$ cat config.mk
export PLATFORM = sky130hd
export DESIGN_NAME = sa_ctrl
export DESIGN_NICKNAME = d
export VERILOG_FILES = /design/src/rtl/sa_pkg.sv /design/src/rtl/sa_ctrl.sv
export SDC_FILE = /design/constraint.sdc
export NUM_CORES = 1
export LEC_CHECK = 0
export ABC_AREA = 0
export BUFFER_PORTS_ARGS = -buffer_cell sky130_fd_sc_hd__buf_4
export CAP_MARGIN = 5
export CORE_MARGIN = 10
export CORE_UTILIZATION = 50
export CTS_CLUSTER_DIAMETER = 30
export DETAILED_ROUTE_END_ITERATION = 8
export GPL_TIMING_DRIVEN = 0
export PLACE_DENSITY = 0.76
export SLEW_MARGIN = 10
export SYNTH_ARGS = -nofsm -noshare
export SYNTH_HDL_FRONTEND = slang
export SYNTH_SLANG_ARGS = --single-unit
$ cat constraint.sdc
create_clock -name ap_clk -period 3.68 [get_ports ap_clk]
set_input_delay 0.184 -clock ap_clk [delete_from_list [all_inputs] [get_ports ap_clk]]
set_output_delay 0.184 -clock ap_clk [all_outputs]
set_load 0.005 [all_outputs]
$ cat src/rtl/sa_pkg.sv
/*
  Shared sizes and types for the 4x4 systolic matrix unit.
  Lane 0 of a beat sits in its most significant word.
*/
package sa_pkg;

  //////////////////////////////////////////////////
  // Array geometry
  //////////////////////////////////////////////////
  localparam int ARRAY_DIM    = 4;
  localparam int WORD_W       = 32;
  localparam int BEAT_W       = ARRAY_DIM * WORD_W;

  // Accepted input beat to its out_en, in cycles
  localparam int PIPE_LATENCY = 2 * ARRAY_DIM;

  localparam int ROW_COUNT_W  = 16;
  localparam int ROW_IDX_W    = $clog2(ARRAY_DIM);

  //////////////////////////////////////////////////
  // Types
  //////////////////////////////////////////////////
  typedef logic [WORD_W-1:0]      word_t;
  typedef logic [BEAT_W-1:0]      beat_t;
  typedef logic [ROW_COUNT_W-1:0] row_count_t;
  typedef logic [ROW_IDX_W-1:0]   row_idx_t;

  // One hop between neighbouring elements
  typedef struct packed {
    logic  valid;
    word_t value;
  } pe_link_t;

  typedef enum logic [1:0] {
    IDLE,
    LOAD,
    STREAM,
    DRAIN
  } ctrl_state_t;

endpackage

$ cat src/rtl/sa_ctrl.sv
/*
  Job control. A start edge is honoured only in IDLE, row_count is taken there.
  A job with row_count 0 loads its weights and finishes without streaming.
*/
module sa_ctrl
  import sa_pkg::*;
(
  input  logic       ap_clk,
  input  logic       areset,
  input  logic       ap_start,
  input  row_count_t row_count,
  input  logic       weight_en,
  input  logic       in_en,
  input  logic       out_en,
  output logic       ap_idle,
  output logic       ap_done,
  output logic       weight_rdy,
  output logic       in_rdy,
  output logic       weight_wr,
  output row_idx_t   weight_row
);

  ctrl_state_t state;
  logic        start_q;
  logic        start_edge;
  logic        done_q;
  logic        in_take;
  logic        last_weight;
  logic        last_in;
  logic        last_out;
  row_idx_t    w_cnt;
  row_count_t  rows_q;
  row_count_t  in_cnt;
  row_count_t  out_cnt;

  assign start_edge = ap_start && !start_q;

  // Readies follow the phase directly
  assign weight_rdy = (state == LOAD);
  assign in_rdy     = (state == STREAM);

  assign weight_wr  = weight_en && weight_rdy;
  assign weight_row = w_cnt;
  assign in_take    = in_en && in_rdy;

  assign last_weight = weight_wr && (w_cnt == row_idx_t'(ARRAY_DIM - 1));
  assign last_in     = in_take && (in_cnt == rows_q - row_count_t'(1));
  assign last_out    = out_en && (out_cnt == rows_q - row_count_t'(1));

  assign ap_idle = (state == IDLE);
  assign ap_done = done_q;

  //////////////////////////////////////////////////
  // Phase FSM and counters
  //////////////////////////////////////////////////
  always_ff @(posedge ap_clk) begin
    if (areset) begin
      state   <= IDLE;
      start_q <= 1'b0;
      done_q  <= 1'b0;
      w_cnt   <= '0;
      in_cnt  <= '0;
      out_cnt <= '0;
    end else begin
      start_q <= ap_start;
      done_q  <= 1'b0;
      case (state)
        IDLE: begin
          if (start_edge) begin
            state   <= LOAD;
            w_cnt   <= '0;
            in_cnt  <= '0;
            out_cnt <= '0;
          end
        end
        LOAD: begin
          if (weight_wr) begin
            w_cnt <= w_cnt + row_idx_t'(1);
          end
          // All weights loaded, compute phase begins
          if (last_weight) begin
            if (rows_q == '0) begin
              state  <= IDLE;
              done_q <= 1'b1;
            end else begin
              state <= STREAM;
            end
          end
        end
        STREAM: begin
          if (in_take) begin
            in_cnt <= in_cnt + row_count_t'(1);
          end
          if (last_in) begin
            state <= DRAIN;
          end
        end
        DRAIN: begin
          // Done only once the final result has left the array
          if (last_out) begin
            state  <= IDLE;
            done_q <= 1'b1;
          end
        end
        default: state <= IDLE;
      endcase
      if (out_en) begin
        out_cnt <= out_cnt + row_count_t'(1);
      end
    end
  end

  // Job length, captured with the start edge
  always_ff @(posedge ap_clk) begin
    if (state == IDLE && start_edge) begin
      rows_q <= row_count;
    end
  end

endmodule

==> out/results.ini, run 1 <==
[placed_design]
place_hpwl_mm = 5.544
gp_congestion = 0.8989
port_buffers = 27

[floorplan]
dieWidth_um = 99.65
initial_core_util = 0.5264
die_area_um2 = 9929
core-area_um2 = 6026
dieHeight_um = 99.65
fp-row-count = 28
ioPinCount = 29

[sta]
fmax_mhz = 334.8
slew-limit-headroom = 0.4391
setup_viol = 0
rsz0062_at_grt = false
hold_viol_final = 0
fin_tns_setup_ns = 0
worstMarginPinSlew_ns = 0.8391
fin_worst_skew_ns = 0.007358
fin_crit_sh = 0.8116
drv_slew = 0
post-route-min-period_ns = 2.987

[detailed_routing]
drc = 0
post_drt_wl_per_cell_um = 15.86
drtAntennaViolNets = 0
wl_mm = 7.234
first_iter_violations = 199
vias_per_cell = 5.781
first_pass_iters = 5
routed-via-count = 2636

[hold_path]
worstHoldPathType = primary input to flop

[power_and_ir_drop]
cellPowerDensity_nw_per_um2 = 333.9
static-leakage-power_nw = 1.277
ir_drop_mv = 0.2015

[cells_and_area]
fin_nets = 406
synthToLayoutAreaGrowth_pct = 13.57
drive_gt1_frac = 0.1549
num_antenna_cells = 0
fin_util = 0.5978
nFillCells = 529

[yosys]
synthFlopType = dfxtp_1
synth_common_cells = dfxtp_1 (38), xnor2_1 (34), nor2_1 (31)
synth.distinct_cells = 52
synth_top_area_frac = 0.2398
syn-cell-area_um2 = 3172
async_flop_share = 0
synth_area_leaders = dfxtp_1 (24%), edfxtp_1 (15%), xnor2_1 (9.4%)
syn_inst = 344
yosysMostFrequentCell = dfxtp_1
ys_seq_area_frac = 0.3913
synth_edf_count = 16
synth.avg_cell_area_um2 = 9.220
ys.warnings.count = 0
synth_fp_nets = 370
synth_top_cell_by_area = dfxtp_1
yosys_register_bits = 54

[critical_path]
critical_path_class = flop to flop
cp.required_ns = 3.88
start_kind = flop
worst_setup_path_end_kind = flop
arrival_ns = 3.19
path_max_fanout = 7

[grt]
grt_overflow = 0
grt_pass1_vias = 2517
grt_antenna_before_repair = 0
grt_pass1_wl_mm = 11.87
grt_max_degree = 18
grt_use_total = 0.1418

[clocking]
clk-insertion-delay-late_ns = 0.31
cts-root-buf = clkbuf_8
postCtsHoldBufs = 0
post_cts_buffers = 0
htree_levels = 2
numCtsBuffers = 5
cts_tree = built
cts.clk_slew.worst_paths_ns = 0.10
cts_resized = 0
cts_buffer_depth = 2
clock_sinks = 54

[status]
outcome = finished, final reports clean

[job]
cap_violations = 0

==> layout make-up <==
cell class              instances  area [um^2]  share of cell area
inverters                       8        30.03            0.008336
flip-flops and latches         54         1241              0.3446
multi-input cells             266         1817              0.5043
repair buffers                 29        217.7             0.06044
well taps                      75        93.84             0.02605
clock buffers                   5        68.82             0.01910
clock inverters                 3        43.79             0.01216
plain buffers                  16        90.09             0.02501
==> per-layer routing <==
layer	vias to the layer above	GRT usage	share of wire
li1	1298	-	-
met5	-	0	0
met2	68	0.2380	0.49
met4	0	0.02977	0.011
met3	8	0.03183	0.048
met1	1262	0.1808	0.45
==> cells in the final DEF, fill, tap and decap left out, types with 4 or more instances in the layout <==
cell type / instances
edfxtp_1: 16
nand2_1: 19
and4_1: 4
nor3b_1: 4
a21oi_1: 20
or3_1: 9
ha_1: 4
dfxtp_1: 38
o211ai_1: 5
inv_1: 8
or2_2: 6
nor4_1: 7
buf_4: 29
nor3_1: 6
clkbuf_1: 12
o21ai_0: 8
buf_6: 4
nor2b_1: 5
nor2_1: 31
clkbuf_8: 5
xor2_1: 25
nand3_1: 13
xnor2_1: 34
nand4_1: 14
and3_1: 11
==> power breakdown <==
part	internal (mW)	switching (mW)	total (mW)
combinational	0.0689	0.0809	0.150
clock	0.204	0.200	0.404
sequential	0.631	0.0179	0.649
total	0.904	0.299	1.20
==> kinds of logic after synthesis <==
logic type,count (synthesis),synth area share
xor gates and xnor gates,60,0.1700
adders and majority gates,4,0.01578
buffers and inverters,24,0.03787
muxes,5,0.01696
and+or+nand+nor,150,0.2757
DFF,54,0.3913
AOI/OAI and AO/OA,47,0.09232
==> path summary, 6_finish.rpt <==
path / from / endpoint / slack (ns) / cells after the start
max: rows_q[0]$_DFFE_PP_ / state[0]$_SDFFE_PP0P_ / 0.69 / 10
min: row_count[12] / rows_q[12]$_DFFE_PP_ / 0.04 / 1
max reg2reg: rows_q[0]$_DFFE_PP_ / state[0]$_SDFFE_PP0P_ / 0.69 / 10
min reg2reg: out_cnt[5]$_SDFFE_PP0P_ / out_cnt[5]$_SDFFE_PP0P_ / 0.54 / 2
==> per-stage QoR <==
step	instance area [um^2]	worst slack (ns)	hold WS, ns	total power [mW]	std cells
detailed placement	3490	0.7364	0.3633	0.8114	448
finish	3602	0.6931	0.04199	1.203	456
CTS	3602	0.7232	0.03933	1.207	456
global route	3602	0.3978	0.02870	1.248	456
global placement	3468	-1.190	0.3627	0.8044	446
floorplan	3172	0.1282	0.2829	0.7559	344
==> registers in the layout, summed over array words and instances (netlist names), named ones only <==
| name | cells |
|---|---|
| ap_done | 1 |
| rows_q | 16 |
| out_cnt | 16 |
| start_q | 1 |
| state | 1 |
| in_cnt | 16 |
| weight_row | 2 |
==> critical path, cell delays in order (launching register included) <==
cell and delay, ns:
edfxtp_1 0.34, clkbuf_1 0.38, inv_1 0.09, ha_1 0.28
xnor2_1 0.38, xnor2_1 0.10, or4_1 0.51, nor4_1 0.23
nand4_1 0.25, o31ai_1 0.25, nor2_1 0.07
Note: power is estimated with default switching activity, not from simulation.
==> inputs of run 2 (changes only) <==
==> constraint.sdc (replaced) <==
create_clock -name ap_clk -period 2.45 [get_ports ap_clk]
set_input_delay 0.1225 -clock ap_clk [delete_from_list [all_inputs] [get_ports ap_clk]]
set_output_delay 0.1225 -clock ap_clk [all_outputs]
set_load 0.005 [all_outputs]
==> run 2 against run 1 <==
The flow now finishes with violations (setup timing). Critical path depth fell by 2. Sequential power rose by 50%. First-iteration DRC count rose by 27%. Fmax rose by 21%. Critical path type unchanged.
==> out/results.ini, run 2 (same netlist as run 1, synthesis figures left out) <==
[critical_path]
slowest_delay_ns = 0.53
critical_path_class = flop to flop
cp_slowest_cell = or4_4
rr_worst_depth = 8
start_kind = flop
path_cells = nor4_4, buf_4, a31oi_1, or4_4, nor4_4, nand4_1, o31ai_1, nor2_1
worst_setup_path_end_kind = flop
cpMostUsedCell = nor4_4
cp.required_ns = 2.68
ff2ff_setup_slack_ns = -0.01
r2r_start = rows_q[5]$_DFFE_PP_
path_max_fanout = 4
arrival_ns = 2.69
reg2reg_to = state[0]$_SDFFE_PP0P_

[grt]
grt_pass1_wl_mm = 13.11
grt_use_total = 0.1610
grt_overflow = 0
grt_pass1_vias = 2598
grt_antenna_before_repair = 0
grt_max_degree = 18

[sta]
post-route-min-period_ns = 2.460
worstMarginPinSlew_ns = 0.7460
fin_worst_skew_ns = 0.01502
fin_crit_sh = 1.004
hold_viol_final = 0
fmax_mhz = 406.5
rsz0062_at_grt = true
finalWorstSetupSlack_ns = -0.009921
setup_viol = 1
drv_slew = 0
slew-limit-headroom = 0.5006
fin_tns_setup_ns = -0.009921
holdWs_ns = 0.06570

[hold_path]
worstHoldStart = ap_start
worstHoldPathType = primary input to flop
min_to = start_q$_SDFF_PP0_
holdPathStages = 2

[floorplan]
dieWidth_um = 99.65
initial_core_util = 0.5264
die_area_um2 = 9929
fp-row-count = 28
ioPinCount = 29
core-area_um2 = 6026
dieHeight_um = 99.65

[cells_and_area]
drive_gt1_frac = 0.2073
num_antenna_cells = 0
layout_common_cells = buf_4 (43), dfxtp_1 (38), xnor2_1 (32)
synthToLayoutAreaGrowth_pct = 25.36
largestRegisters = in_cnt: 16 flops, out_cnt: 16 flops, rows_q: 16 flops
layout_commonest_cell = buf_4
fin_util = 0.6599
fin_nets = 435
nFillCells = 491
finalInstanceArea_um2 = 3976
layout.cells.non_filler = 485

[detailed_routing]
drtAntennaViolNets = 0
drc = 0
first_pass_iters = 5
post_drt_wl_per_cell_um = 16.77
routed-via-count = 2814
vias_per_cell = 5.802
wl_mm = 8.135
first_iter_violations = 252

[placed_design]
place_hpwl_mm = 5.557
pre_cts_slack_ns = -0.4744
gp_congestion = 0.9083
dp.cells = 446
placed_area_um2 = 3483
port_buffers = 27

[power_and_ir_drop]
cellPowerDensity_nw_per_um2 = 472.7
power_mw = 1.880
static-leakage-power_nw = 1.441
ir_drop_mv = 0.2948

[clocking]
htree_levels = 2
cts_buffer_depth = 2
clk-insertion-delay-late_ns = 0.32
cts_tree = built
clock_sinks = 54
cts-root-buf = clkbuf_8
cts.clk_slew.worst_paths_ns = 0.11
numCtsBuffers = 5

[status]
outcome = finished with violations
violations = setup timing

[job]
cap_violations = 0

run 2: worst max-delay path by stage:
| stage | start | end | depth (start not counted) |
|---|---|---|---|
| 2_1_floorplan | rows_q[0]$_DFFE_PP_ | state[0]$_SDFFE_PP0P_ | 10 |
| 3_3_place_gp | rows_q[0]$_DFFE_PP_ | state[0]$_SDFFE_PP0P_ | 10 |
| 3_5_place_dp | rows_q[0]$_DFFE_PP_ | state[0]$_SDFFE_PP0P_ | 10 |
| 4_1_cts | rows_q[2]$_DFFE_PP_ | state[0]$_SDFFE_PP0P_ | 8 |
| 5_1_grt | rows_q[10]$_DFFE_PP_ | state[0]$_SDFFE_PP0P_ | 8 |
| 6_report | rows_q[5]$_DFFE_PP_ | state[0]$_SDFFE_PP0P_ | 8 |
run 2: per-layer routing:
layer | wire (um) | share of wire | global-route usage | vias to the layer above
met1 | 3604 | 0.44 | 0.2015 | 1349
met3 | 345 | 0.042 | 0.02907 | 17
met4 | 187 | 0.023 | 0.06395 | 0
met5 | 0 | 0 | 0 | -
met2 | 3998 | 0.49 | 0.2660 | 82
li1 | - | - | - | 1366
run 2: report_power, final:
part	leakage [nW]	switching [mW]	total (mW)	internal (mW)
sequential	0.458	0.0281	0.976	0.948
clock	0.0585	0.308	0.614	0.307
combinational	0.925	0.146	0.290	0.144
run 2: cell type report:
| type | instances | area (um^2) | share of cell area |
|---|---|---|---|
| well taps | 75 | 93.84 | 0.02360 |
| repair buffers | 59 | 483.0 | 0.1215 |
| clock buffers | 5 | 68.82 | 0.01731 |
| flip-flops and latches | 54 | 1241 | 0.3121 |
| clock inverters | 3 | 43.79 | 0.01101 |
| multi-input cells | 267 | 1933 | 0.4862 |
| plain buffers | 14 | 82.58 | 0.02077 |
| inverters | 8 | 30.03 | 0.007552 |
run 2: repair_timing:
action / in CTS / in global routing
endpoints found under the setup margin: 22 / 15
setup buffers: 12 / 4
gates cloned: 1 / 0
hold buffers: 16 / 0
endpoints found under the hold margin: 16 / 0
gates resized for setup: 8 / 8
pin swaps: 3 / 1
run 2: worst max-delay path: cells and delay by family (launching register included):
| family | cells | cell delay, ns |
|---|---|---|
| and+or+nand+nor | 5 | 1.34 |
| buffers and inverters | 1 | 0.19 |
| AOI/OAI and AO/OA | 2 | 0.37 |
| DFF | 1 | 0.49 |
==> inputs of run 3 (changes only) <==
--- a/config.mk
+++ b/config.mk
@@ -9,11 +9,11 @@
 export BUFFER_PORTS_ARGS = -buffer_cell sky130_fd_sc_hd__buf_4
 export CAP_MARGIN = 5
 export CORE_MARGIN = 10
-export CORE_UTILIZATION = 50
-export CTS_CLUSTER_DIAMETER = 30
+export CORE_UTILIZATION = 45
+export CTS_CLUSTER_DIAMETER = 200
 export DETAILED_ROUTE_END_ITERATION = 8
 export GPL_TIMING_DRIVEN = 0
-export PLACE_DENSITY = 0.76
+export PLACE_DENSITY = 0.67
 export SLEW_MARGIN = 10
 export SYNTH_ARGS = -nofsm -noshare
 export SYNTH_HDL_FRONTEND = slang
==> constraint.sdc (replaced) <==
create_clock -name ap_clk -period 3.15 [get_ports ap_clk]
set_input_delay 0.1575 -clock ap_clk [delete_from_list [all_inputs] [get_ports ap_clk]]
set_output_delay 0.1575 -clock ap_clk [all_outputs]
set_load 0.005 [all_outputs]
==> run 3 against run 2 <==
The run now ends clean. Register-to-register slack improved by 0.28 ns. Global-route usage decreased by 2.8 points. Critical path type unchanged. Critical endpoint unchanged. Clock skew decreased by 0.011 ns. Fmax decreased by 15%. Critical path depth increased by 1. Hold slack got worse by 0.053 ns. Core utilization decreased by 11 points. Non-clock buffer count decreased by 20.
==> out/results.ini, run 3 (same netlist as run 1, synthesis figures left out) <==
[critical_path]
ff2ff_setup_slack_ns = 0.27
critical_path_class = flop to flop
cp.required_ns = 3.36
cpMostUsedCell = xnor2_1
path_max_fanout = 7
cp_slowest_cell = edfxtp_1
path_cells = inv_1, ha_1, xnor2_1, xnor2_1, or4_1, nor4_1, nand4_1, o31ai_1, nor2_1
r2r_start = rows_q[0]$_DFFE_PP_
worst_setup_path_end_kind = flop
crit_buf_inv = 1
arrival_ns = 3.09
slowest_delay_ns = 0.60
start_kind = flop
critical_path.top_delay_family = simple AND/OR/NAND/NOR gates
rr_worst_depth = 9
reg2reg_to = state[0]$_SDFFE_PP0P_

[detailed_routing]
first_pass_iters = 4
post_drt_wl_per_cell_um = 15.14
wl_met3_um = 247
drtAntennaViolNets = 0
wl_mm = 7.344
highest_layer = met4
routed-via-count = 2618
wl_met2_mm = 3.590
vias_per_cell = 5.398
first_iter_violations = 234
drc = 0
drt-met1-wl_mm = 3.370

[cells_and_area]
largestRegisters = in_cnt: 16 flops, out_cnt: 16 flops, rows_q: 16 flops
nFillCells = 646
synthToLayoutAreaGrowth_pct = 17.44
fin_util = 0.5452
num_antenna_cells = 0
layout_common_cells = dfxtp_1 (38), xnor2_1 (34), nor2_1 (31)
fin_nets = 414
drive_gt1_frac = 0.1491
layout_commonest_cell = dfxtp_1

[sta]
fin_crit_sh = 0.9144
holdWs_ns = 0.01272
worstMarginPinSlew_ns = 0.6060
rsz0062_at_grt = false
drv_slew = 0
fmax_mhz = 347.2
finalWorstSetupSlack_ns = 0.2695
fin_worst_skew_ns = 0.003901
hold_viol_final = 0
setup_viol = 0
fin_tns_setup_ns = 0
slew-limit-headroom = 0.5943
post-route-min-period_ns = 2.880

[clocking]
cts_tree = built
numCtsBuffers = 5
htree_levels = 2
cts_buffer_depth = 2
clk-insertion-delay-late_ns = 0.31
cts_resized = 0
post_cts_buffers = 0
cts-root-buf = clkbuf_8
clock_sinks = 54
cts.clk_slew.worst_paths_ns = 0.10

[floorplan]
die_area_um2 = 10810
fp-row-count = 30
dieHeight_um = 104.0
initial_core_util = 0.4643
dieWidth_um = 104.0
core-area_um2 = 6832
ioPinCount = 29

[power_and_ir_drop]
ir_drop_mv = 0.2300
cellPowerDensity_nw_per_um2 = 373.0
static-leakage-power_nw = 1.317
power_mw = 1.389

[placed_design]
place_hpwl_mm = 5.592
pre_cts_slack_ns = 0.1096
gp_congestion = 0.8602
port_buffers = 27

[grt]
grt_pass1_vias = 2499
grt_max_degree = 18
grt_use_total = 0.1331
grt_pass1_wl_mm = 12.14
grt_antenna_before_repair = 0
grt_overflow = 0

[hold_path]
worstHoldPathType = primary input to flop
holdPathStages = 1
worstHoldStart = row_count[10]
min_to = rows_q[10]$_DFFE_PP_

[job]
cap_violations = 0

[status]
outcome = finished, final reports clean

run 3: how the worst max path moves through the flow:
stage,from,endpoint,slack [ns],cells after the start
after global placement,flop,in_cnt[8]$_SDFFE_PP0P_,-0.27,6
after detailed placement,rows_q[0]$_DFFE_PP_,state[0]$_SDFFE_PP0P_,0.11,10
final,rows_q[0]$_DFFE_PP_,state[0]$_SDFFE_PP0P_,0.27,9
after global routing,rows_q[0]$_DFFE_PP_,state[0]$_SDFFE_PP0P_,0.04,9
after CTS,rows_q[0]$_DFFE_PP_,state[0]$_SDFFE_PP0P_,0.11,10
after floorplan,flop,in_cnt[10]$_SDFFE_PP0P_,0.59,6
run 3: power by group:
group	leakage (nW)	internal, mW	switching, mW
combinational	0.802	0.0884	0.0931
clock	0.0567	0.207	0.240
sequential	0.458	0.737	0.0244
total	1.32	1.03	0.357
run 3: worst register-to-register path: stages (launching register included):
cell,delay (ns)
edfxtp_1,0.60
inv_1,0.09
ha_1,0.29
xnor2_1,0.39
xnor2_1,0.10
or4_1,0.50
nor4_1,0.26
nand4_1,0.23
o31ai_1,0.25
nor2_1,0.06
run 3: layout make-up:
cell class,instances,area [um^2],area share
Sequential cell,54,1241,0.3332
Multi-Input combinational cell,266,1826,0.4901
Tap cell,96,120.1,0.03225
Buffer,15,86.33,0.02318
Clock buffer,6,93.84,0.02519
Clock inverter,2,13.76,0.003695
Timing Repair Buffer,38,314.1,0.08431
Inverter,8,30.03,0.008062
run 3: per-stage QoR:
stage                     area [um^2]  cells
after floorplan                  3178    344
after global placement           3501    467
after detailed placement         3521    468
after CTS                        3628    476
after global routing             3725    485
final                            3725    485
run 3: timing repair:
| item | CTS | global route |
|---|---|---|
| hold buffers | 0 | 10 |
| hold endpoints to repair | 0 | 10 |
| setup endpoints to repair | 0 | 3 |
run 3: routing by layer:
layer / global-route usage / vias to the layer above
met2: 0.2194 / 54
met1: 0.1702 / 1231
met4: 0.04274 / 0
met3: 0.02540 / 13
met5: 0 / -
li1: - / 1320
