[config.mk]
export PLATFORM = sky130hd
export DESIGN_NAME = sa_skew
export DESIGN_NICKNAME = d
export VERILOG_FILES = /design/src/rtl/sa_pkg.sv /design/src/rtl/sa_skew.sv
export SDC_FILE = /design/constraint.sdc
export NUM_CORES = 1
export LEC_CHECK = 0
export BUFFER_PORTS_ARGS = -buffer_cell sky130_fd_sc_hd__buf_4
export CORE_UTILIZATION = 38
export DETAILED_ROUTE_END_ITERATION = 16
export MAX_ROUTING_LAYER = met4
export PLACE_DENSITY = 0.82
export SLEW_MARGIN = 20
export SYNTH_ARGS = -nofsm -noshare
export SYNTH_HDL_FRONTEND = slang
export SYNTH_SLANG_ARGS = --single-unit
[constraint.sdc]
create_clock -name ap_clk -period 0.8 [get_ports ap_clk]
set_input_delay 0 -clock ap_clk [delete_from_list [all_inputs] [get_ports ap_clk]]
set_output_delay 0 -clock ap_clk [all_outputs]
set_load 0.05 [all_outputs]
[src/rtl/sa_pkg.sv]
/*
  Shared sizes and types for the 4x4 systolic matrix unit.
  Lane 0 of a beat sits in its most significant word.
*/
package sa_pkg;

  //////////////////////////////////////////////////
  // Array geometry
  //////////////////////////////////////////////////
  localparam int ARRAY_DIM    = 4;
  localparam int WORD_W       = 32;
  localparam int BEAT_W       = ARRAY_DIM * WORD_W;

  // Accepted input beat to its out_en, in cycles
  localparam int PIPE_LATENCY = 2 * ARRAY_DIM;

  localparam int ROW_COUNT_W  = 16;
  localparam int ROW_IDX_W    = $clog2(ARRAY_DIM);

  //////////////////////////////////////////////////
  // Types
  //////////////////////////////////////////////////
  typedef logic [WORD_W-1:0]      word_t;
  typedef logic [BEAT_W-1:0]      beat_t;
  typedef logic [ROW_COUNT_W-1:0] row_count_t;
  typedef logic [ROW_IDX_W-1:0]   row_idx_t;

  // One hop between neighbouring elements
  typedef struct packed {
    logic  valid;
    word_t value;
  } pe_link_t;

  typedef enum logic [1:0] {
    IDLE,
    LOAD,
    STREAM,
    DRAIN
  } ctrl_state_t;

endpackage

[src/rtl/sa_skew.sv]
/*
  Per-lane delay lines. REVERSE 0 delays lane i by i cycles,
  REVERSE 1 by ARRAY_DIM-1-i. A zero-depth lane passes straight through.
*/
module sa_skew
  import sa_pkg::*;
#(
  parameter bit REVERSE = 1'b0
) (
  input  logic     ap_clk,
  input  logic     areset,
  input  pe_link_t lanes_in  [ARRAY_DIM],
  output pe_link_t lanes_out [ARRAY_DIM]
);

  for (genvar i = 0; i < ARRAY_DIM; i++) begin : g_lane
    localparam int DEPTH = REVERSE ? (ARRAY_DIM - 1 - i) : i;

    if (DEPTH == 0) begin : g_thru
      assign lanes_out[i] = lanes_in[i];
    end else begin : g_dly
      pe_link_t stage [DEPTH];

      // Valids only, so bubbles stay bubbles after reset
      always_ff @(posedge ap_clk) begin
        if (areset) begin
          for (int k = 0; k < DEPTH; k++) begin
            stage[k].valid <= 1'b0;
          end
        end else begin
          stage[0].valid <= lanes_in[i].valid;
          for (int k = 1; k < DEPTH; k++) begin
            stage[k].valid <= stage[k-1].valid;
          end
        end
      end

      always_ff @(posedge ap_clk) begin
        stage[0].value <= lanes_in[i].value;
        for (int k = 1; k < DEPTH; k++) begin
          stage[k].value <= stage[k-1].value;
        end
      end

      assign lanes_out[i] = stage[DEPTH-1];
    end
  end

endmodule

==> summary.txt, run 1 <==
Critical path
  – R2r setup slk: between 200 and 300 ps
  – Reg2reg start: g_lane[2].g_dly.stage[0][32]
  – Startpoint type of the worst setup path: register
  – CP cell instances: buf_8
  – Top delay family on crit path: flip-flops
  – Depth of the most critical reg-to-reg path: 1
  – Critical Path RT: 800 ps
  – Crit end category: output pin
  – Critical Path Stages: 1
  – Buf+Inv Stages, Crit Path: 1
  – Worst R2R End: g_lane[2].g_dly.stage[0][65]
  – Slowest-stage cell, CP: dfxtp_2
  – Critical path type: reg -> out
  – Critical path data arrival time: 930 ps
  – CP peak stage delay: approximately 360 ps
  – Critical path fanouts, max: 1

Finish
  – Synth-to-Final Area Change: 72.0%
  – Most flop-heavy register: g_lane.g_dly.stage
  – Post-route cell area: 0.00816 mm²
  – Fill cells: 766
  – Max FFs per register: about 200
  – NumNets Final: 656
  – Layout cell share with drive strength beyond 1: 0.617
  – N_diodes: 0
  – Registers with the most flip-flops: g_lane.g_dly.stage x198

Synth
  – Syn Std Cell Area: 0.00474 mm²
  – Top cells by area, synth: dfxtp_1, buf_4, nor2b_1
  – Yosys warns: 0
  – Main synth FF type: dfxtp_1
  – Asr flop ratio synth: 0
  – Count of cell types in the netlist: 3
  – Register area share after synthesis: 0.835
  – Yosys top cell by area: dfxtp_1
  – Cell with the most instances after synthesis: dfxtp_1
  – Syn Inst Count: between 300 and 400
  – Post-synth top cells: dfxtp_1, buf_4, nor2b_1
  – Syn avg cell area: 15.7 µm²
  – Number of synthesized register bits: 198
  – Yosys top cell area share: 0.835
  – Synthesized Nets: 437
  – Post-synth EDFFs: 0

Place
  – HPWL after detailed placement: 5.84 mm
  – Gpl congestion: between 0.7 and 0.8
  – # port buffers: roughly 200
  – Pre-CTS setup slack: between 200 and 300 ps
  – Post-DP Area: between 0.005 and 0.006 mm²

CTS
  – Clk buf depth: 2
  – Post-CTS Setup Repair Bufs: 0
  – Clk slew on worst S/H paths: 80 ps
  – CTS Buf Count: 17
  – Clk sinks: ~200
  – H-tree depth: 4
  – Clk_lat worst skew: 420 ps
  – CTS tree: built
  – Root Buffer: clkbuf_16

Outcome
  – Failing checks: setup timing
  – Status: finished, violations left

Timing
  – Max-slew violation count: 0
  – Period utilisation layout: 1.17
  – Final setup fails: slightly below 100
  – RSZ-0062 raised after global routing: true
  – Final hold violation count: 0
  – Fmax: 1070 MHz
  – Slew @ Worst Pin: 180 ps
  – Minimum clock period: approximately 930 ps
  – Slew margin rel.: 0.880
  – TNS Setup: -9790 ps
  – Clk_skew: 8.86 ps
  – Min setup slack post-route: -132 ps

Routing
  – Wire per inst: 15.8 µm
  – Residual DRC: 0
  – Post-DR vias/cell: roughly 3.8
  – Via count: 2,680
  – Antenna Nets Post-Route: 0
  – 1st-pass router iterations: 4
  – DRT Wirelength: 11.1 mm
  – 1st-iter DRT viols: 82

Flow run
  – Max-cap violation count: 0

Worst hold path
  – WHS Endpoint: lanes_out[130]
  – Worst Hold Depth: 0
  – Worst hold path class: in -> out
  – Hold path start: lanes_in[130]

Power
  – PD cells: approximately 2700 mW/mm²
  – Peak supply drop: approximately 2.6 mV
  – Pleak: 0.00361 µW
  – Total power draw: 22,100 µW

Floorplanning
  – I/O Pins: approximately 270
  – Die Wd: 114 µm
  – Row count: 40
  – Starting Density: 0.392
  – Die Span Y: about 110 µm
  – Die ar.: about 0.013 mm²
  – Core area: 0.0121 mm²

Global routing
  – Antenna violations before repair: 0
  – Tot GR Track Use: 0.185
  – Largest net degree at the start of global routing: 20
  – First-pass GRT wire length: 16.4 mm
  – Vias in the first global route: between 3,000 and 4,000
  – Total congestion overflow: 0
worst max-delay path by stage:
stage                                 start       endpoint  slack, ps
5_1_grt        g_lane[2].g_dly.stage[0][55]  lanes_out[55]       -180
2_1_floorplan   g_lane[1].g_dly.stage[0][0]  lanes_out[66]        210
3_5_place_dp   g_lane[2].g_dly.stage[0][45]  lanes_out[45]        280
6_report       g_lane[2].g_dly.stage[0][55]  lanes_out[55]       -130
4_1_cts        g_lane[2].g_dly.stage[0][35]  lanes_out[35]       -140
3_3_place_gp    g_lane[1].g_dly.stage[0][7]  lanes_out[73]        280
layout make-up:
| type | instances | area, µm² | area share |
|---|---|---|---|
| Sequential cell | 198 | 4090 | 0.501 |
| Timing Repair Buffer | 299 | 3190 | 0.391 |
| Clock buffer | 17 | 425 | 0.0521 |
| Clock inverter | 15 | 210 | 0.0258 |
| Tap cell | 168 | 210 | 0.0258 |
| Multi-Input combinational cell | 6 | 37.5 | 0.00460 |
report_power, final:
| part | total (µW) | internal (µW) | leakage [µW] | switching [µW] |
|---|---|---|---|---|
| clock network | 8930 | 5080 | 0.000310 | 3850 |
| logic | 2520 | 1290 | 0.00163 | 1230 |
| registers | 10700 | 10400 | 0.00167 | 250 |
| total | 22100 | 16800 | 0.00361 | 5340 |
repair_timing:
action	CTS	global route
hold buffers	100	0
resized for setup	254	30
endpoints found under the hold margin	102	0
pin swaps	0	0
setup endpoints to repair	99	99
metrics by stage:
step	std cells	utilization	hold WS [ps]
floorplan	303	-	27.7
global placement	571	0.471	0.589
detailed placement	571	0.471	0.589
CTS	703	0.664	0.589
global route	703	0.674	0.100
finish	703	0.674	0.0161
kinds of logic after synthesis:
| logic type | after synthesis | share of synthesized area |
|---|---|---|
| buf+inv | 99 | 0.157 |
| flops | 198 | 0.835 |
| simple gates | 6 | 0.00791 |
placed cells by master, fill, tap and decap left out:
cell / Yosys / routed
dfxtp_1: 198 / 99
clkinv_4: 0 / 2
inv_6: 0 / 2
clkinv_8: 0 / 1
dlygate4sd3_1: 0 / 100
dfxtp_2: 0 / 99
clkinvlp_4: 0 / 1
buf_8: 0 / 86
inv_8: 0 / 5
clkinv_2: 0 / 1
buf_6: 0 / 13
buf_4: 99 / 100
clkbuf_16: 0 / 17
nor2b_1: 6 / 6
bufinv_16: 0 / 3
layer usage:
layer / up-vias / part of all wire / GRT usage
met5: - / 0 / -
met4: 0 / 0.041 / 0.121
met3: 46 / 0.078 / 0.0749
met2: 135 / 0.55 / 0.326
met1: 1235 / 0.33 / 0.163
li1: 1264 / - / -
Note: power is estimated with default switching activity, not from simulation.
==> run 2: changes to the inputs <==
PLACE_DENSITY = 0.7   (was 0.82)
==> run 2 against run 1 <==
Effect of this change:
- the run still ends with setup timing left
- critical path type unchanged
- non-clock buffer count is the same
- largest power group unchanged
- die area stayed put
- clock skew is 4.7 ps higher
- combinational power about the same
- highest routed layer unchanged
- core utilization is 0.56 points lower
==> summary.txt, run 2 (synthesis results as in run 1) <==
Global routing
  – M1 GR Usage: 0.151 (-0.0119)
  – GR peak layer: met2
  – Met2 Track Usage GR: 0.305 (-0.0203)
  – First-pass GRT wire length: 15.2 mm (-7.1%)
  – Met3 GRT Util: 0.0627 (-0.0122)
  – Vias in the first global route: 3,007 (-5.1%)
  – Tot GR Track Use: 0.171 (-0.0145)
  – Antenna violations before repair: 0 (unchanged)
  – Largest net degree at the start of global routing: 19 (-5.0%)
  – Total congestion overflow: 0 (unchanged)

Timing
  – Slew @ Worst Pin: 180 ps (+0.603 ps)
  – RSZ-0062 raised after global routing: true
  – Slew margin rel.: 0.880 (about the same)
  – Period utilisation layout: 1.16 (-0.00975)
  – Minimum clock period: 924 ps (-7.80 ps)
  – Final setup fails: 99 (unchanged)
  – Final hold violation count: 0 (unchanged)
  – Max-slew violation count: 0 (unchanged)
  – Fmax: 1080 MHz (+0.84%)
  – Min setup slack post-route: -124 ps (+7.80 ps)
  – Clk_skew: 13.5 ps (+4.66 ps)

Finish
  – Max FFs per register: 198 (unchanged)
  – N_diodes: 0 (unchanged)
  – Most flop-heavy register: g_lane.g_dly.stage
  – Registers with the most flip-flops: g_lane.g_dly.stage x198
  – Most frequent cells in the layout: dlygate4sd3_1, buf_4, dfxtp_2, dfxtp_1, buf_8
  – NumNets Final: 656 (unchanged)
  – Post-route cell area: 0.00809 mm² (-0.83%)
  – Fill cells: 764 (-0.26%)
  – Layout cell share with drive strength beyond 1: 0.617 (unchanged)
  – Non-filler instance count after layout: 703 (unchanged)
  – Synth-to-Final Area Change: 70.6%

Flow run
  – Max-cap violation count: 0 (unchanged)

CTS
  – Clk slew on worst S/H paths: 70 ps (about the same)
  – Clk_lat worst skew: 420 ps (about the same)
  – Root Buffer: clkbuf_16
  – CTS tree: built
  – H-tree depth: 4 (unchanged)
  – Clk buf depth: 2 (unchanged)
  – Clk sinks: 198 (unchanged)
  – CTS Buf Count: 17 (unchanged)

Routing
  – 1st-pass router iterations: 4 (unchanged)
  – DRT Wirelength: 10.4 mm (-6.9%)
  – Residual DRC: 0 (unchanged)
  – Wire per inst: 14.7 µm (-6.9%)
  – 1st-iter DRT viols: 101 (+23%)
  – Post-DR vias/cell: 3.80 (-0.30%)
  – Via count: 2,672 (-0.30%)
  – Antenna Nets Post-Route: 0 (unchanged)

Critical path
  – Critical Path RT: 800 ps (about the same)
  – Critical path type: reg -> out
  – Crit end category: output pin
  – Critical path data arrival time: 920 ps (about the same)
  – Top delay family on crit path: flip-flops
  – Critical path fanouts, max: 1 (unchanged)
  – CP peak stage delay: 350 ps (about the same)
  – Startpoint type of the worst setup path: register
  – Buf+Inv Stages, Crit Path: 1 (unchanged)
  – CP cell instances: buf_8
  – Slowest-stage cell, CP: dfxtp_2

Floorplanning
  – Row count: 40 (unchanged)
  – Core area: 0.0121 mm² (unchanged)
  – Starting Density: 0.392 (unchanged)
  – Die Wd: 114 µm (unchanged)
  – Die Span Y: 114 µm (unchanged)
  – I/O Pins: 266 (unchanged)
  – Die ar.: 0.0129 mm² (unchanged)

Worst hold path
  – Worst hold path class: in -> out

Power
  – Peak supply drop: 1.78 mV (-31%)
  – Pleak: 0.00358 µW (-0.88%)
  – PD cells: 2620 mW/mm² (-3.4%)

Outcome
  – Failing checks: setup timing
  – Status: finished, violations left

Place
  – # port buffers: 199 (unchanged)
  – Gpl congestion: 0.709 (-3.6%)
  – Cells after DPL: 571 (unchanged)
  – HPWL after detailed placement: 5.31 mm (-9.1%)
  – Post-DP Area: 0.00571 mm² (unchanged)
## run 2: repair_timing
action	in CTS	in global routing
endpoints found under the setup margin	99	99
buffers inserted	0	0
pin swaps	0	0
hold endpoints to repair	102	0
gates resized for setup	252	32
hold buffers	100	0
## run 2: where the power goes
part	leakage (µW)	switching [µW]	total (µW)	internal, µW
Combinational	0.00163	1220	2510	1290
Clock	0.000279	3780	8030	4250
Sequential	0.00167	240	10700	10400
## run 2: layout make-up
class,count,area [µm²],share of cell area
Timing Repair Buffer,299,3190,0.394
Multi-Input combinational cell,6,37.5,0.00464
Tap cell,168,210,0.0260
Clock inverter,13,115,0.0142
Sequential cell,198,4090,0.505
Clock buffer,19,453,0.0560
## run 2: metrics by stage
stage                     power, µW  setup WS (ps)  hold slack, ps  utilization  TNS [ps]
final                         21200           -124          0.0161        0.668     -9490
after detailed placement      12500            286           0.370        0.471         0
after floorplan               12300            213            27.7            -         0
after CTS                     21200           -133           0.370        0.658    -11690
after global placement        12500            302           0.370        0.471         0
after global routing          22000           -167           0.101        0.668    -13000
## run 2: routing by layer
layer	part of all wire	wire (µm)
met5	0	0
met4	0.040	416
met3	0.075	778
met2	0.56	5810
met1	0.32	3350
## run 2: worst paths after layout
check                               startpoint                      endpoint  slack (ps)  cells after the start
hold reg to reg    g_lane[3].g_dly.stage[0][4]  g_lane[3].g_dly.stage[0][37]         320                      0
setup / recovery  g_lane[2].g_dly.stage[0][61]                 lanes_out[61]        -120                      1
hold / removal                   lanes_in[119]                lanes_out[119]        0.02                      0
setup reg to reg  g_lane[3].g_dly.stage[0][32]  g_lane[3].g_dly.stage[0][65]         270                      1
==> run 3: changes to the inputs <==
BUFFER_PORTS_ARGS = default   (was -buffer_cell sky130_fd_sc_hd__buf_4)
CORE_AREA = 2 2 104 106   (was default)
CORE_UTILIZATION = default   (was 38)
DIE_AREA = 0 0 106 108   (was default)
DONT_BUFFER_PORTS = 1   (was default)
PLACE_DENSITY = 0.6   (was 0.7)
==> run 3 against run 2 <==
Effect of this change:
- the run now fails in 4_1_cts
- area after synthesis did not move
- synthesized cell count did not move
==> summary.txt, run 3 <==
Outcome
  – Status: aborted with a tool error
  – Stopped at: 4_1_cts
  – Error msg: [ERROR RSZ-0060] Max buffer count reached.

Floorplanning
  – Starting Density: 0.464 (+0.0720)
  – Row count: 37 (-7.5%)
  – Die Wd: 106 µm (-6.8%)
  – I/O Pins: 266 (unchanged)
  – Die Span Y: 108 µm (-5.0%)

Place
  – Pre-CTS setup slack: 283 ps (-2.98 ps)
  – Cells after DPL: 439 (-23%)
  – HPWL after detailed placement: 4.91 mm (-7.5%)
  – Gpl congestion: 0.676 (-4.7%)
  – # port buffers: 0 (-100%)

CTS
  – CTS Buf Count: 17 (unchanged)
  – H-tree depth: 4 (unchanged)
  – Cts-stage hold buffer count: 101 (+1.0%)
  – Clk buf depth: 2 (unchanged)
  – Post-CTS Resized: 254 (+0.79%)
  – Post-CTS Setup Repair Bufs: 0 (unchanged)
  – Root Buffer: clkbuf_8
  – Clk sinks: 198 (unchanged)

Synth
  – Syn Std Cell Area: 0.00474 mm² (unchanged)
  – Post-synth EDFFs: 0 (unchanged)
  – Asr flop ratio synth: 0 (unchanged)
  – Yosys warns: 0 (unchanged)
  – Count of cell types in the netlist: 3 (unchanged)
  – Yosys top cell area share: 0.835 (unchanged)
  – Top cells by area, synth: dfxtp_1, buf_4, nor2b_1
  – Yosys top cell by area: dfxtp_1
  – Post-synth top cells: dfxtp_1, buf_4, nor2b_1
  – Synthesized Nets: 437 (unchanged)
  – Syn avg cell area: 15.7 µm² (unchanged)
  – Cell with the most instances after synthesis: dfxtp_1
  – Main synth FF type: dfxtp_1
  – Number of synthesized register bits: 198 (unchanged)
  – Syn Inst Count: 303 (unchanged)
  – Register area share after synthesis: 0.835 (unchanged)
-- run 3: cell counts after synthesis --
Identical to the previous run, type by type.
-- run 3: kinds of logic after synthesis --
logic type             count (synthesis)  synth area share
buffers and inverters                 99             0.157
flip-flops                           198             0.835
AND/OR/NAND/NOR                        6           0.00791
-- run 3: stage by stage --
stage / hold slack [ps] / cell area [µm²] / util
after detailed placement: 0.399 / 4910 / 0.480
after global placement: 0.399 / 4910 / 0.480
after floorplan: 27.7 / 4740 / -
==> run 4: changes to the inputs <==
CORE_AREA = default   (was 2 2 104 106)
CORE_UTILIZATION = 40   (was default)
DIE_AREA = default   (was 0 0 106 108)
MAX_ROUTING_LAYER = default   (was met4)
PLACE_DENSITY = default   (was 0.6)
PLACE_DENSITY_LB_ADDON = 0.15   (was default)
clock period = 1 ns   (was 0.8 ns; I/O delays follow)
==> run 4 against run 3 <==
Effect of this change:
- the flow now finishes without violations
==> summary.txt, run 4 (synthesis results as in run 1) <==
Finish
  – Max FFs per register: 198
  – Most frequent cells in the layout: dfxtp_1, dlygate4sd3_1, dfxtp_2
  – Commonest non-fill, non-tap cell in the layout: dfxtp_1
  – Layout cell share with drive strength beyond 1: 0.371
  – Most flop-heavy register: g_lane.g_dly.stage
  – N_diodes: 0
  – Synth-to-Final Area Change: 26.3%
  – Registers with the most flip-flops: g_lane.g_dly.stage x198
  – Fill cells: 947
  – Fin util: 0.522
  – NumNets Final: about 470

Critical path
  – CP cell instances: buf_4
  – Critical path fanouts, max: 1
  – Critical path type: reg -> out
  – Worst R2R End: g_lane[3].g_dly.stage[0][98]
  – R2r setup slk: between 400 and 500 ps
  – Buf+Inv Stages, Crit Path: 1
  – Depth of the most critical reg-to-reg path: 1
  – Slowest-stage cell, CP: dfxtp_1
  – Top delay family on crit path: flip-flops
  – Reg2reg start: g_lane[3].g_dly.stage[0][65]
  – Startpoint type of the worst setup path: register
  – Critical path data arrival time: about 950 ps
  – CP peak stage delay: roughly 330 ps
  – Critical Path RT: 1000 ps
  – Crit end category: output pin

Routing
  – 1st-iter DRT viols: 95
  – Post-DR vias/cell: 3.90
  – DRT Wirelength: ~7.5 mm
  – Wire per inst: 15.1 µm
  – Antenna Nets Post-Route: 0
  – Residual DRC: 0
  – 1st-pass router iterations: 4
  – Via count: 1,935

Worst hold path
  – Worst Hold Depth: 0
  – Worst hold path class: in -> out
  – WHS Endpoint: lanes_out[114]
  – Hold path start: lanes_in[114]

Global routing
  – Antenna violations before repair: 0
  – Total congestion overflow: 0
  – Largest net degree at the start of global routing: 19
  – First-pass GRT wire length: 11.1 mm
  – Vias in the first global route: 2,139
  – Tot GR Track Use: 0.128

Power
  – Pleak: 0.00246 µW
  – Clock share of power: 0.404
  – Sw Pwr: 3910 µW
  – Peak supply drop: between 1.5 and 2 mV
  – Logic pwr share: 0.032
  – Sequential Power Share: 0.564
  – Sw Share: 0.242
  – Pint: 12,200 µW
  – PD cells: around 2700 mW/mm²

Timing
  – Final hold violation count: 0
  – Final setup fails: 0
  – Fmax: 1050 MHz
  – Max-slew violation count: 0
  – Hold WS: about 0.018 ps
  – TNS Setup: 0 ps
  – RSZ-0062 raised after global routing: false
  – Slew @ Worst Pin: 277 ps
  – Period utilisation layout: 0.952
  – Min setup slack post-route: 48.1 ps
  – Slew margin rel.: 0.816
  – Minimum clock period: about 950 ps
  – Clk_skew: 4.41 ps

CTS
  – Root Buffer: clkbuf_16
  – CTS tree: built
  – H-tree depth: 4 (unchanged)
  – Clk_lat worst skew: 420 ps
  – Clk slew on worst S/H paths: 60 ps
  – Clk sinks: 198 (unchanged)
  – Post-CTS Setup Repair Bufs: 0 (unchanged)
  – Clk buf depth: 2 (unchanged)
  – CTS Buf Count: 17 (unchanged)

Flow run
  – Max-cap violation count: 0

Floorplanning
  – I/O Pins: 266 (unchanged)
  – Row count: 39 (+5.4%)
  – Die Span Y: 111 µm (+2.7%)
  – Starting Density: 0.414 (-0.0500)
  – Die Wd: 111 µm (+4.6%)
  – Die ar.: 0.0123 mm²
  – Core area: 0.0115 mm²

Place
  – Pre-CTS setup slack: 379 ps (+95.5 ps)
  – HPWL after detailed placement: 4.59 mm (-6.6%)
  – # port buffers: 0 (unchanged)
  – Gpl congestion: 0.644 (-4.7%)

Outcome
  – Status: completed
## run 4: cell type report
| type | count | area [µm²] | share of cell area |
|---|---|---|---|
| clock inverters | 14 | 140 | 0.0234 |
| repair buffers | 117 | 1130 | 0.188 |
| well taps | 143 | 179 | 0.0299 |
| flip-flops and latches | 198 | 4070 | 0.679 |
| clock buffers | 18 | 439 | 0.0733 |
| multi-input cells | 6 | 37.5 | 0.00627 |
## run 4: metal layers
| layer | global-route usage | part of all wire | up-vias |
|---|---|---|---|
| li1 | - | - | 903 |
| met1 | 0.105 | 0.33 | 868 |
| met2 | 0.210 | 0.51 | 126 |
| met3 | 0.0765 | 0.11 | 38 |
| met4 | 0.122 | 0.055 | 0 |
| met5 | 0 | 0 | - |
## run 4: worst max-delay path by stage
stage / start / end / slack [ps] / cells past startpoint
finish: g_lane[1].g_dly.stage[0][3] / lanes_out[69] / 50 / 1
global route: g_lane[1].g_dly.stage[0][3] / lanes_out[69] / 2 / 1
CTS: g_lane[3].g_dly.stage[0][72] / lanes_out[6] / 8 / 1
detailed placement: g_lane[2].g_dly.stage[0][39] / lanes_out[39] / 380 / 0
global placement: g_lane[2].g_dly.stage[0][39] / lanes_out[39] / 380 / 0
floorplan: g_lane[1].g_dly.stage[0][0] / lanes_out[66] / 410 / 0
## run 4: timing repair
item / in CTS / in global routing
hold endpoints to repair: 102 / 0
gates resized for setup: 82 / 0
hold buffers: 100 / 0
setup endpoints to repair: 82 / 0
## run 4: stage by stage
step,total power [µW],instance area (µm²),instances
global placement,9440,4310,364
CTS,16300,5990,496
global route,16700,5990,496
finish,16100,5990,496
floorplan,9870,4740,303
detailed placement,9440,4310,364
## run 4: power groups by stage
stage / Combinational, µW / Sequential, µW / Clock (µW)
6_report: 512 / 9100 / 6530
5_1_grt: 540 / 9130 / 7040
4_1_cts: 515 / 9100 / 6690
3_5_place_dp: 201 / 9240 / 0
3_3_place_gp: 202 / 9230 / 0
2_1_floorplan: 1060 / 8810 / 0
